--- src/usb_rx_config.svh ---
// USB receive path constants

`ifndef USB_RX_CONFIG_SVH
`define USB_RX_CONFIG_SVH

////////////////////
// Bit timing
////////////////////

// Full speed samples when these low DPLL counter bits are all ones
`define USB_FS_SAMPLE_MASK_BITS 2

// Low speed sample point, counted from the last transition (32-cycle bit)
`define USB_LS_SAMPLE_POINT 13

// EOP state machine runs this much slower at low speed
`define USB_LS_EOP_DIVIDE 8

////////////////////
// Sync search and queue
////////////////////

// Cycles the sync finder may linger in one state
`define USB_FS_SYNC_TIMEOUT 7
`define USB_LS_SYNC_TIMEOUT 63

// Entries in the receive event queue
`define USB_RX_QUEUE_DEPTH 4

`endif

--- src/usb_rx_pkg.sv ---
// USB receive path types

`default_nettype none

package usb_rx_pkg;

	// EOP detector, counts SE0 ticks then looks for J
	typedef enum logic [2:0] {
		EOP_IDLE,
		EOP_SE0_1,
		EOP_SE0_2,
		EOP_SE0_3,
		EOP_J_WAIT
	} eop_state_e;

	// Sync finder walks KJKJKJ then wants two sampled K bits
	typedef enum logic [3:0] {
		SYNC_IDLE,
		SYNC_K1,
		SYNC_J1,
		SYNC_K2,
		SYNC_J2,
		SYNC_K3,
		SYNC_J3,
		SYNC_K4,
		SYNC_K5
	} sync_state_e;

	// Four-phase handshake at the queue output
	typedef enum logic [1:0] {
		HS_IDLE,
		HS_REQ,
		HS_RELEASE
	} hs_state_e;

	typedef enum logic [1:0] {
		EVT_DATA,
		EVT_EOP,
		EVT_ERROR
	} rx_event_kind_e;

	// Data is zero for anything but EVT_DATA
	typedef struct packed {
		rx_event_kind_e kind;
		logic [7:0]     data;
	} rx_event_t;

endpackage

`default_nettype wire

--- src/usb_line_sampler.sv ---
// USB line sampler and DPLL

`timescale 1ns/10ps
`default_nettype none

`include "usb_rx_config.svh"

module usb_line_sampler (
	input  logic usb_clk,
	input  logic rxreset,
	input  logic rx,
	input  logic low_speed,
	output logic rx_level,
	output logic sample
);

	localparam int CNT_W = 5;
	localparam int FS_BITS = `USB_FS_SAMPLE_MASK_BITS;

	logic             rx_r;
	logic             transition;
	logic [CNT_W-1:0] dpll_cnt;
	logic             ls_point;
	logic             fs_point;

	// Low speed idles with J at the opposite level
	assign rx_level = rx ^ low_speed;

	always_ff @(posedge usb_clk) begin
		rx_r <= rx;
	end

	assign transition = rx != rx_r;
	assign ls_point = dpll_cnt == CNT_W'(`USB_LS_SAMPLE_POINT);
	assign fs_point = &dpll_cnt[FS_BITS-1:0];

	// Counter realigns on every edge of the line
	always_ff @(posedge usb_clk) begin
		if (rxreset) begin
			dpll_cnt <= '0;
			sample <= 1'b0;
		end else begin
			if (transition)
				dpll_cnt <= '0;
			else
				dpll_cnt <= dpll_cnt + 1'b1;
			sample <= low_speed ? ls_point : (transition | fs_point);
		end
	end

endmodule

`default_nettype wire

--- src/usb_eop_detect.sv ---
// USB end-of-packet detector

`timescale 1ns/10ps
`default_nettype none

`include "usb_rx_config.svh"

module usb_eop_detect (
	input  logic usb_clk,
	input  logic rxreset,
	input  logic rxp,
	input  logic rxm,
	input  logic rx_level,
	input  logic low_speed,
	output logic eop
);

	localparam int DIV_W = $clog2(`USB_LS_EOP_DIVIDE);

	usb_rx_pkg::eop_state_e state;
	usb_rx_pkg::eop_state_e next_state;
	logic [DIV_W-1:0]       div_cnt;
	logic                   tick;
	logic                   se0;
	logic                   eop_hit;

	assign se0 = ~rxp & ~rxm;

	// Slow tick for low speed, every cycle at full speed
	always_ff @(posedge usb_clk) begin
		if (rxreset)
			div_cnt <= '0;
		else if (div_cnt == DIV_W'(`USB_LS_EOP_DIVIDE - 1))
			div_cnt <= '0;
		else
			div_cnt <= div_cnt + 1'b1;
	end

	assign tick = ~low_speed | (div_cnt == '0);

	always_ff @(posedge usb_clk) begin
		if (rxreset)
			state <= usb_rx_pkg::EOP_IDLE;
		else if (tick)
			state <= next_state;
	end

	always_comb begin
		next_state = state;
		eop_hit = 1'b0;
		case (state)
			usb_rx_pkg::EOP_IDLE:
				next_state = se0 ? usb_rx_pkg::EOP_SE0_1 : usb_rx_pkg::EOP_IDLE;
			usb_rx_pkg::EOP_SE0_1:
				next_state = se0 ? usb_rx_pkg::EOP_SE0_2 : usb_rx_pkg::EOP_IDLE;
			usb_rx_pkg::EOP_SE0_2:
				next_state = se0 ? usb_rx_pkg::EOP_SE0_3 : usb_rx_pkg::EOP_IDLE;
			usb_rx_pkg::EOP_SE0_3: begin
				// Long enough SE0, now wait for J
				if (se0) begin
					next_state = usb_rx_pkg::EOP_SE0_3;
				end else if (rx_level) begin
					eop_hit = 1'b1;
					next_state = usb_rx_pkg::EOP_IDLE;
				end else begin
					next_state = usb_rx_pkg::EOP_J_WAIT;
				end
			end
			usb_rx_pkg::EOP_J_WAIT: begin
				// One tick of slack for a slow J
				eop_hit = rx_level;
				next_state = usb_rx_pkg::EOP_IDLE;
			end
			default:
				next_state = usb_rx_pkg::EOP_IDLE;
		endcase
	end

	assign eop = eop_hit & tick;

endmodule

`default_nettype wire

--- src/usb_sync_detect.sv ---
// USB sync pattern finder

`timescale 1ns/10ps
`default_nettype none

`include "usb_rx_config.svh"

module usb_sync_detect (
	input  logic usb_clk,
	input  logic rxreset,
	input  logic rx_level,
	input  logic sample,
	input  logic eop,
	input  logic active,
	input  logic low_speed,
	output logic start
);

	localparam int TMO_W = $clog2(`USB_LS_SYNC_TIMEOUT + 1);

	usb_rx_pkg::sync_state_e state;
	usb_rx_pkg::sync_state_e next_state;
	logic [TMO_W-1:0]        tmo_cnt;
	logic [TMO_W-1:0]        tmo_limit;
	logic                    timeout;

	////////////////////
	// Timeout
	////////////////////

	assign tmo_limit = low_speed ? TMO_W'(`USB_LS_SYNC_TIMEOUT)
	                             : TMO_W'(`USB_FS_SYNC_TIMEOUT);

	// Counts cycles spent in one state while searching
	always_ff @(posedge usb_clk) begin
		if (rxreset | eop) begin
			tmo_cnt <= '0;
			timeout <= 1'b0;
		end else begin
			if ((state != next_state) || (state == usb_rx_pkg::SYNC_IDLE))
				tmo_cnt <= '0;
			else
				tmo_cnt <= tmo_cnt + 1'b1;
			timeout <= tmo_cnt == tmo_limit;
		end
	end

	////////////////////
	// Pattern FSM
	////////////////////

	always_ff @(posedge usb_clk) begin
		if (rxreset | eop | timeout)
			state <= usb_rx_pkg::SYNC_IDLE;
		else
			state <= next_state;
	end

	// KJKJKJ follows line levels, the closing KK is sampled
	always_comb begin
		next_state = state;
		start = 1'b0;
		case (state)
			usb_rx_pkg::SYNC_IDLE:
				if (!rx_level && !active)
					next_state = usb_rx_pkg::SYNC_K1;
			usb_rx_pkg::SYNC_K1:
				if (rx_level)
					next_state = usb_rx_pkg::SYNC_J1;
			usb_rx_pkg::SYNC_J1:
				if (!rx_level)
					next_state = usb_rx_pkg::SYNC_K2;
			usb_rx_pkg::SYNC_K2:
				if (rx_level)
					next_state = usb_rx_pkg::SYNC_J2;
			usb_rx_pkg::SYNC_J2:
				if (!rx_level)
					next_state = usb_rx_pkg::SYNC_K3;
			usb_rx_pkg::SYNC_K3:
				if (rx_level)
					next_state = usb_rx_pkg::SYNC_J3;
			usb_rx_pkg::SYNC_J3:
				if (!rx_level)
					next_state = usb_rx_pkg::SYNC_K4;
			usb_rx_pkg::SYNC_K4:
				if (sample)
					next_state = rx_level ? usb_rx_pkg::SYNC_IDLE : usb_rx_pkg::SYNC_K5;
			usb_rx_pkg::SYNC_K5:
				if (sample) begin
					start = !rx_level;
					next_state = usb_rx_pkg::SYNC_IDLE;
				end
			default:
				next_state = usb_rx_pkg::SYNC_IDLE;
		endcase
	end

endmodule

`default_nettype wire

--- src/usb_deserializer.sv ---
// USB NRZI decoder and deserializer

`timescale 1ns/10ps
`default_nettype none

module usb_deserializer (
	input  logic                  usb_clk,
	input  logic                  rxreset,
	input  logic                  rx_level,
	input  logic                  sample,
	input  logic                  eop,
	input  logic                  start,
	output logic                  active,
	output usb_rx_pkg::rx_event_t evt,
	output logic                  evt_valid
);

	logic [7:0] shift;
	logic [7:0] shift_next;
	logic [2:0] bit_cnt;
	logic [2:0] ones_cnt;
	logic       last_level;
	logic       data_bit;
	logic       take_bit;
	logic       stuff_bit;
	logic       stuff_err;
	logic       byte_done;
	logic       begin_rx;
	logic       eop_evt;

	////////////////////
	// Bit decode
	////////////////////

	// No transition means a one
	assign data_bit = ~(rx_level ^ last_level);
	assign shift_next = {data_bit, shift[7:1]};

	assign take_bit = sample & active & ~eop & (ones_cnt != 3'd6);
	assign stuff_bit = sample & active & ~eop & (ones_cnt == 3'd6);
	assign stuff_err = stuff_bit & (rx_level == last_level);
	assign byte_done = take_bit & (bit_cnt == 3'd7);
	assign begin_rx = start & ~active & ~eop;
	assign eop_evt = eop & active;

	////////////////////
	// Control
	////////////////////

	always_ff @(posedge usb_clk) begin
		if (rxreset) begin
			active <= 1'b0;
			evt_valid <= 1'b0;
			bit_cnt <= '0;
			ones_cnt <= '0;
			last_level <= 1'b0;
		end else begin
			evt_valid <= byte_done | stuff_err | eop_evt;
			if (eop | stuff_err)
				active <= 1'b0;
			else if (begin_rx)
				active <= 1'b1;

			if (begin_rx) begin
				// Sync ends on K with one trailing one
				bit_cnt <= '0;
				ones_cnt <= 3'd1;
				last_level <= 1'b0;
			end else if (take_bit) begin
				bit_cnt <= bit_cnt + 1'b1;
				ones_cnt <= data_bit ? ones_cnt + 1'b1 : 3'd0;
				last_level <= rx_level;
			end else if (stuff_bit) begin
				// Stuffed zero is dropped from the data
				ones_cnt <= '0;
				last_level <= rx_level;
			end
		end
	end

	always_ff @(posedge usb_clk) begin
		if (take_bit)
			shift <= shift_next;
		if (eop_evt)
			evt <= '{kind: usb_rx_pkg::EVT_EOP, data: 8'h00};
		else if (stuff_err)
			evt <= '{kind: usb_rx_pkg::EVT_ERROR, data: 8'h00};
		else if (byte_done)
			evt <= '{kind: usb_rx_pkg::EVT_DATA, data: shift_next};
	end

endmodule

`default_nettype wire

--- src/usb_event_queue.sv ---
// USB receive event queue

`timescale 1ns/10ps
`default_nettype none

`include "usb_rx_config.svh"

module usb_event_queue (
	input  logic                  usb_clk,
	input  logic                  rxreset,
	input  usb_rx_pkg::rx_event_t evt,
	input  logic                  evt_valid,
	output usb_rx_pkg::rx_event_t out_evt,
	output logic                  req,
	input  logic                  ack,
	output logic                  overrun
);

	localparam int DEPTH = `USB_RX_QUEUE_DEPTH;
	localparam int PTR_W = $clog2(DEPTH);
	localparam int CNT_W = $clog2(DEPTH + 1);

	usb_rx_pkg::rx_event_t mem [DEPTH];
	usb_rx_pkg::hs_state_e hs_state;
	logic [PTR_W-1:0]      wr_ptr;
	logic [PTR_W-1:0]      rd_ptr;
	logic [CNT_W-1:0]      count;
	logic                  full;
	logic                  push;
	logic                  pop;

	function automatic logic [PTR_W-1:0] next_ptr(input logic [PTR_W-1:0] ptr);
		return (ptr == PTR_W'(DEPTH - 1)) ? '0 : ptr + 1'b1;
	endfunction

	assign full = count == CNT_W'(DEPTH);
	assign push = evt_valid & ~full;
	assign pop = (hs_state == usb_rx_pkg::HS_REQ) & ack;
	assign req = hs_state == usb_rx_pkg::HS_REQ;

	// Head entry stays put until its handshake completes
	assign out_evt = mem[rd_ptr];

	always_ff @(posedge usb_clk) begin
		if (push)
			mem[wr_ptr] <= evt;
	end

	always_ff @(posedge usb_clk) begin
		if (rxreset) begin
			wr_ptr <= '0;
			rd_ptr <= '0;
			count <= '0;
			overrun <= 1'b0;
			hs_state <= usb_rx_pkg::HS_IDLE;
		end else begin
			if (push)
				wr_ptr <= next_ptr(wr_ptr);
			if (pop)
				rd_ptr <= next_ptr(rd_ptr);
			count <= count + CNT_W'(push) - CNT_W'(pop);
			if (evt_valid & full)
				overrun <= 1'b1;

			case (hs_state)
				usb_rx_pkg::HS_IDLE:
					if (!ack && ((count != '0) || push))
						hs_state <= usb_rx_pkg::HS_REQ;
				usb_rx_pkg::HS_REQ:
					if (ack)
						hs_state <= usb_rx_pkg::HS_RELEASE;
				usb_rx_pkg::HS_RELEASE:
					// Wait for the consumer to drop ack
					if (!ack)
						hs_state <= usb_rx_pkg::HS_IDLE;
				default:
					hs_state <= usb_rx_pkg::HS_IDLE;
			endcase
		end
	end

endmodule

`default_nettype wire

--- src/usb_rx.sv ---
// USB receive path top level

`timescale 1ns/10ps
`default_nettype none

module usb_rx (
	input  logic                  usb_clk,
	input  logic                  rxreset,
	input  logic                  rx,
	input  logic                  rxp,
	input  logic                  rxm,
	input  logic                  low_speed,
	output usb_rx_pkg::rx_event_t out_evt,
	output logic                  req,
	input  logic                  ack,
	output logic                  active,
	output logic                  overrun
);

	logic                  rx_level;
	logic                  sample;
	logic                  eop;
	logic                  start;
	usb_rx_pkg::rx_event_t evt;
	logic                  evt_valid;

	////////////////////
	// Line side
	////////////////////

	usb_line_sampler i_line_sampler (
		.usb_clk   (usb_clk),
		.rxreset   (rxreset),
		.rx        (rx),
		.low_speed (low_speed),
		.rx_level  (rx_level),
		.sample    (sample)
	);

	usb_eop_detect i_eop_detect (
		.usb_clk   (usb_clk),
		.rxreset   (rxreset),
		.rxp       (rxp),
		.rxm       (rxm),
		.rx_level  (rx_level),
		.low_speed (low_speed),
		.eop       (eop)
	);

	usb_sync_detect i_sync_detect (
		.usb_clk   (usb_clk),
		.rxreset   (rxreset),
		.rx_level  (rx_level),
		.sample    (sample),
		.eop       (eop),
		.active    (active),
		.low_speed (low_speed),
		.start     (start)
	);

	////////////////////
	// Data side
	////////////////////

	usb_deserializer i_deserializer (
		.usb_clk   (usb_clk),
		.rxreset   (rxreset),
		.rx_level  (rx_level),
		.sample    (sample),
		.eop       (eop),
		.start     (start),
		.active    (active),
		.evt       (evt),
		.evt_valid (evt_valid)
	);

	usb_event_queue i_event_queue (
		.usb_clk   (usb_clk),
		.rxreset   (rxreset),
		.evt       (evt),
		.evt_valid (evt_valid),
		.out_evt   (out_evt),
		.req       (req),
		.ack       (ack),
		.overrun   (overrun)
	);

endmodule

`default_nettype wire

--- config.mk ---
export PLATFORM = sky130hd
export DESIGN_NAME = usb_rx
export DESIGN_NICKNAME = d
export VERILOG_FILES = /design/src/usb_rx_pkg.sv /design/src/usb_line_sampler.sv /design/src/usb_eop_detect.sv /design/src/usb_sync_detect.sv /design/src/usb_deserializer.sv /design/src/usb_event_queue.sv /design/src/usb_rx.sv
export VERILOG_INCLUDE_DIRS = /design/src
export SDC_FILE = /design/constraint.sdc
export NUM_CORES = 1
export LEC_CHECK = 0
export ABC_AREA = 1
export ABC_CLOCK_PERIOD_IN_PS = 2050
export BUFFER_PORTS_ARGS = -buffer_cell sky130_fd_sc_hd__clkbuf_2
export CAP_MARGIN = 0
export CORE_ASPECT_RATIO = 1.75
export CORE_MARGIN = 2
export CORE_UTILIZATION = 35
export DETAILED_ROUTE_END_ITERATION = 7
export GPL_TIMING_DRIVEN = 1
export SLEW_MARGIN = 25
export SYNTH_ARGS = -nofsm -noshare
export SYNTH_HDL_FRONTEND = slang
export SYNTH_SLANG_ARGS = --single-unit
--- constraint.sdc ---
create_clock -name usb_clk -period 2.05 [get_ports usb_clk]
set_clock_uncertainty 0.1 [all_clocks]
set_input_delay 0.205 -clock usb_clk [delete_from_list [all_inputs] [get_ports usb_clk]]
set_output_delay 0.205 -clock usb_clk [all_outputs]
set_load 0.005 [all_outputs]
; ---- Word-level counts from Yosys, hierarchy flattened
; Memory sizes are Yosys's and may differ from the RTL's. A register that Yosys moved wholly into a read port is not among the register bits.
; Index checks and enable logic that the tools add are counted.
[totals]
regBits = 61
latchBits = 0
ramBits = 40
mem_bits_ro = 0
in_bits = 7
wordCells = 156
memories = 1
[classes]
add_sub_neg = 9
multipliers = 0
div = 0
magnitude_cmp = 0
eq_ne = 29
shift = 0
muxes = 42
bitwise = 30
n_reduce_logical = 23
[mem_list]
columns = name, depth, word_bits, rd, rd_clocked_by_memory_dff, write_ports, line_no
row1 = i_event_queue.mem, 4, 10, 1, 1, 1, usb_event_queue.sv:23  ; usb_rx_pkg::rx_event_t mem [DEPTH];
[op_table]
columns = op, n
row1 = $mux 4, 10
row2 = $pmux 4 s9, 1
row3 = $mux 10, 2
row4 = $mux 2, 9
row5 = $eq 4x3->1 const B, 4
row6 = $eq 3x3->1 const B, 5
row7 = $mux 3, 5
row8 = $and 1x1->1, 14
row9 = $pmux 3 s4, 1
row10 = $reduce_or 2->1, 6
row11 = $mux 1, 11
row12 = $add 3x1->3 const B, 3
row13 = $eq 4x2->1 const B, 2
row14 = $not 1->1, 7
row15 = $or 1x1->1, 7
row16 = $add 6x1->6 const B, 1
row17 = $eq 2x2->1 const B, 3
row18 = $eq 3x2->1 const B, 2
row19 = $eq 6x6->1, 1
row20 = $logic_not 3->1, 2
row21 = $mux 6, 1
row22 = $pmux 2 s3, 1
row23 = $reduce_bool 3->1, 2
row24 = $add 5x1->5 const B, 1
row25 = other kinds (24), 32

; ---- Longest topological paths before layout
[depth]
depth_word = 11
ltp_mapped = 12
depth_no_buf = 11

; ---- Cells and area by module
; Synthesis repeated with hierarchy kept, for this count alone.
[unflattened]
cells_unflattened = 492
hier_area_um2 = 4503.1
[modules_own_cells]
columns = module, instances, cells_each, area_each_um2, seq_area_each_um2
row1 = usb_event_queue, 1, 178, 2104.5, 1441.4
row2 = usb_deserializer, 1, 126, 1108.6, 590.6
row3 = usb_sync_detect, 1, 105, 666.9, 220.2
row4 = usb_eop_detect, 1, 46, 319.1, 120.1
row5 = usb_line_sampler, 1, 37, 304.0, 140.1

; ---- Least setup slack after synthesis
; OpenSTA, ideal clock, no wires.
[synth_timing]
kind = register to register
from = register i_event_queue.hs_state[0]
to = register i_event_queue.count[2]
setup_ns = 0.120
arrival_time_ns = 1.671
required_ns = 1.830
path_slack_ns = 0.159
path_stages_with_launch = 12
path_cell_list = dfxtp_1 inv_1 nor2_1 nand2_1 inv_1 ha_1 inv_1 ha_1 inv_1 fa_1 o21ai_0 a21oi_1
[synth_between]
elab_chain_len = 3
[synth_rtl]
columns = item, line_no
row1 = "start, declared", usb_event_queue.sv:24  ; usb_rx_pkg::hs_state_e hs_state;
row2 = "start signal, assigned", usb_event_queue.sv:55  ; hs_state <= usb_rx_pkg::HS_IDLE;
row3 = "start signal, assigned", usb_event_queue.sv:68  ; hs_state <= usb_rx_pkg::HS_REQ;
row4 = "start signal, assigned", usb_event_queue.sv:71  ; hs_state <= usb_rx_pkg::HS_RELEASE;
row5 = $eq 2x1->1, -
row6 = net req, usb_rx.sv:14  ; output logic req,
row7 = $and 1x1->1, usb_event_queue.sv:38  ; assign pop = (hs_state == usb_rx_pkg::HS_REQ) & ack;
row8 = net i_event_queue.pop, usb_event_queue.sv:30  ; logic pop;
row9 = $sub 3x1->3, usb_event_queue.sv:61  ; count <= count + CNT_W'(push) - CNT_W'(pop);
row10 = "end signal, assigned", usb_event_queue.sv:61
row11 = "end, declared", usb_event_queue.sv:27  ; logic [CNT_W-1:0] count;
; The timed path passes the listed nets, and every way through them passes these cells.
; A chain may end at the register's enable or synchronous reset.

; ---- Worst setup path after layout
[layout_timing]
from = input rx
to = register, netlist name i_deserializer.evt[8]
[layout_between]
elab_chain_len = 10
elab_cells_between_ends = 15
[layout_rtl]
columns = item, line_no
row1 = "start, declared", usb_rx.sv:9  ; input logic rx,
row2 = $xor 1x1->1 (*), usb_line_sampler.sv:27  ; assign rx_level = rx ^ low_speed;
row3 = $mux 1, usb_eop_detect.sv:62  ; end else if (rx_level) begin
row4 = $mux 1, usb_eop_detect.sv:60  ; if (se0) begin
row5 = $pmux 1 s2, usb_eop_detect.sv:51  ; case (state)
row6 = $and 1x1->1, usb_eop_detect.sv:79  ; assign eop = eop_hit & tick;
row7 = $not 1->1, "usb_deserializer.sv:39, usb_deserializer.sv:40"
row8 = $and 1x1->1, "usb_deserializer.sv:39, usb_deserializer.sv:40"
row9 = $and 1x1->1 (on tied branches), "usb_deserializer.sv:40, usb_deserializer.sv:39"
row10 = $and 1x1->1 (on tied branches), "usb_deserializer.sv:41, usb_deserializer.sv:42"
row11 = $mux 10 or $reduce_bool 2->1 (tied branches), -
; Mark *: on every way between the ends. The rest lies on a longest branch, timed or not.

==> run summary <==
Placed Instances -> 595
total track usage -> 0.126
Via Count -> 2982
RD Place Congestion -> 0.773
post-layout util -> 0.410
Worst Setup Start Kind -> primary input
period utilization -> 0.917
status -> completed
critical path capture point type -> register
clock-pin slew on the worst setup and hold paths -> 0.07 ns
DRC viols -> 0
ant diodes -> 0
most common cell after layout, fill and taps aside -> nor2_1
power density cells -> 830 mW/mm2
layout cells sized above 1 -> 0.133
most frequent cells in the layout -> 69 x nor2_1, 60 x nand2_1, 55 x dfxtp_1
peak fanout along the critical path -> 5
Worst-Margin Slew -> 0.567 ns
Arr. time, crit path -> 2.01 ns
leakage power -> 2.00 nW
post-layout net count -> 495
core box area -> 0.0119 mm2
unrepaired setup endpoints after global routing -> no
width of the die -> 87.4 um
Hold Vio Cnt, Final -> 0
port buffer count -> 19
CTS buffer count -> 9
row count -> 53
Hold Crit Class -> in2reg
Final setup viols -> 0
# Max-Cap Violations -> 0
syn nets -> 461
post-synthesis instance total -> 436
delay-heaviest family, CP -> buffers and inverters
IO Pins -> 20
Syn Std Cell Area -> 0.00426 mm2
Worst-Skew Late Latency -> 0.35 ns
largest net degree at the start of global routing -> 22
total gr overflow -> 0
crit-path max cell delay -> 0.53 ns
Area growth syn-to-layout -> 14.7%
hold slack -> 0.0218 ns
fin. max-slew vios -> 0
H-tree depth -> 3
pre-CTS WS -> 0.172 ns
Total Neg Setup Slack -> 0 ns
DRT Pass-1 Iters -> 4
vias in the first global route -> 2944
Synth Register Bits -> 102
clock root buffer -> clkbuf_16
Rel. slew slack -> 0.622
Buf+Inv Stages, Crit Path -> 4
Crit-path slowest cell -> dlygate4sd3_1
Setup WS post-layout -> 0.170 ns
Max Fclk -> 532 MHz
drt initial violations -> 95
Syn. warnings -> 0
CTS tree -> done
WS Path Type -> in2reg
worst vdd ir -> 0.450 mV
Distinct cells, synth -> 36
remaining antenna violation count after routing -> 0
Worst Path Required -> 2.18 ns
Final HPWL DP -> 5.47 mm
Starting Density -> 0.357
post-layout minimum cycle time -> 1.88 ns
clk sinks -> 102
full die area -> 0.0131 mm2
WL final -> 7.57 mm
Die Y -> 150 um
clk buf depth -> 2
DR WL/cell -> 12.4 um
Vias/cell -> 4.87
initial antenna violation count -> 0
first-pass GRT wire length -> 12.9 mm
sequential-to-total area share from yosys stat -> 0.590
critical-path cell list -> dlygate4sd3_1 -> clkbuf_2 -> inv_1 -> nand2_1 -> nand2_2 -> xor2_1 -> nand2_1 -> nor2_4 -> inv_1 -> nand3_1 -> o21ai_0
fin cells -> 612
Avg Synthesized Cell Area -> 9.77 um2
==> flip-flops by register name, summed over array words and instances, names as in the netlist, 2 cells and up, named ones only <==
signal / cells
i_event_queue.mem: 40
i_deserializer.evt: 10
i_deserializer.shift: 7
i_sync_detect.tmo_cnt: 6
i_line_sampler.dpll_cnt: 5
i_sync_detect.state: 4
i_deserializer.bit_cnt: 3
i_deserializer.ones_cnt: 3
i_eop_detect.div_cnt: 3
i_eop_detect.state: 3
i_event_queue.count: 3
i_event_queue.hs_state: 2
i_event_queue.rd_ptr: 2
i_event_queue.wr_ptr: 2
==> metrics by stage <==
step	total power [mW]	instance area, um2
final	4.06	4890
after global routing	4.22	4890
after detailed placement	2.40	4570
after floorplan	2.34	4260
after global placement	2.39	4570
after CTS	4.10	4880
==> routing by layer <==
metal | vias up | wire length [um] | global-route usage
li1 | 1530 | - | -
met2 | 48 | 4160 | 0.238
met1 | 1387 | 2940 | 0.120
met4 | 0 | 219 | 0.0685
met5 | - | 0 | 0
met3 | 17 | 247 | 0.0314
==> report_power, final <==
group	leakage (nW)	internal (mW)	switching [mW]
combinational	0.931	0.0756	0.118
clock	0.151	0.877	0.828
sequential	0.921	2.14	0.0237
==> area by class of cell <==
class | instances | area [um2]
Multi-Input combinational cell | 276 | 1530
Sequential cell | 102 | 2510
Inverter | 51 | 194
Fill cell | 1165 | 7050
Tap cell | 137 | 171
Timing Repair Buffer | 30 | 180
Clock inverter | 7 | 78.8
Clock buffer | 9 | 225
==> worst min-delay path, delay by kind of cell <==
| family | cells | cell delay (ns) |
|---|---|---|
| buffers and inverters | 1 | 0.10 |
| AO/OA/AOI/OAI | 1 | 0.09 |
| AND/OR/NAND/NOR | 1 | 0.03 |
==> Yosys cell counts, drive strengths merged <==
library cell  count  share of area
ha               17          0.050
a221oi            1         0.0021
o21ai            30          0.035
xnor2             4         0.0082
fa                1         0.0047
o211ai            1         0.0018
clkbuf            6         0.0053
xor2              6          0.012
nand2            65          0.064
nand4             5         0.0073
a31oi             1         0.0015
a211o             1         0.0021
a21boi            5         0.0088
nor4              1         0.0015
a211oi            3         0.0053
dfxtp            55           0.26
inv              51          0.046
edfxtp           47           0.33
or2               4         0.0059
nor2             74          0.071
nand3            16          0.022
nor3              8         0.0094
a21oi            23          0.030
buf               1         0.0026
o22ai            10          0.015
==> cell families after synthesis <==
family                   after synthesis  share of synthesized area
AO/OA/AOI/OAI                         75                      0.101
XOR/XNOR                              10                     0.0206
adder cells (fa/ha/maj)               18                     0.0546
buffers and inverters                 58                     0.0535
flip-flops                           102                      0.590
AND/OR/NAND/NOR                      173                      0.181
==> final timing paths <==
check | startpoint | cells after the start | slack [ns] | to
hold / removal | ack | 3 | 0.02 | i_event_queue.hs_state[0]
setup reg to reg | i_event_queue.hs_state[0] | 11 | 0.20 | i_event_queue.count[2]
hold reg to reg | i_sync_detect.tmo_cnt[0] | 1 | 0.35 | i_sync_detect.tmo_cnt[0]
setup / recovery | rx | 11 | 0.17 | i_deserializer.evt[8]
==> timing repair <==
| action | 4_1_cts | 5_1_grt |
|---|---|---|
| setup endpoints to repair | 0 | 7 |
| hold endpoints to repair | 1 | 0 |
| resized for setup | 0 | 3 |
| buffers inserted | 0 | 0 |
| hold buffers | 1 | 0 |
No activity file was read; power rests on OpenSTA's default activity.
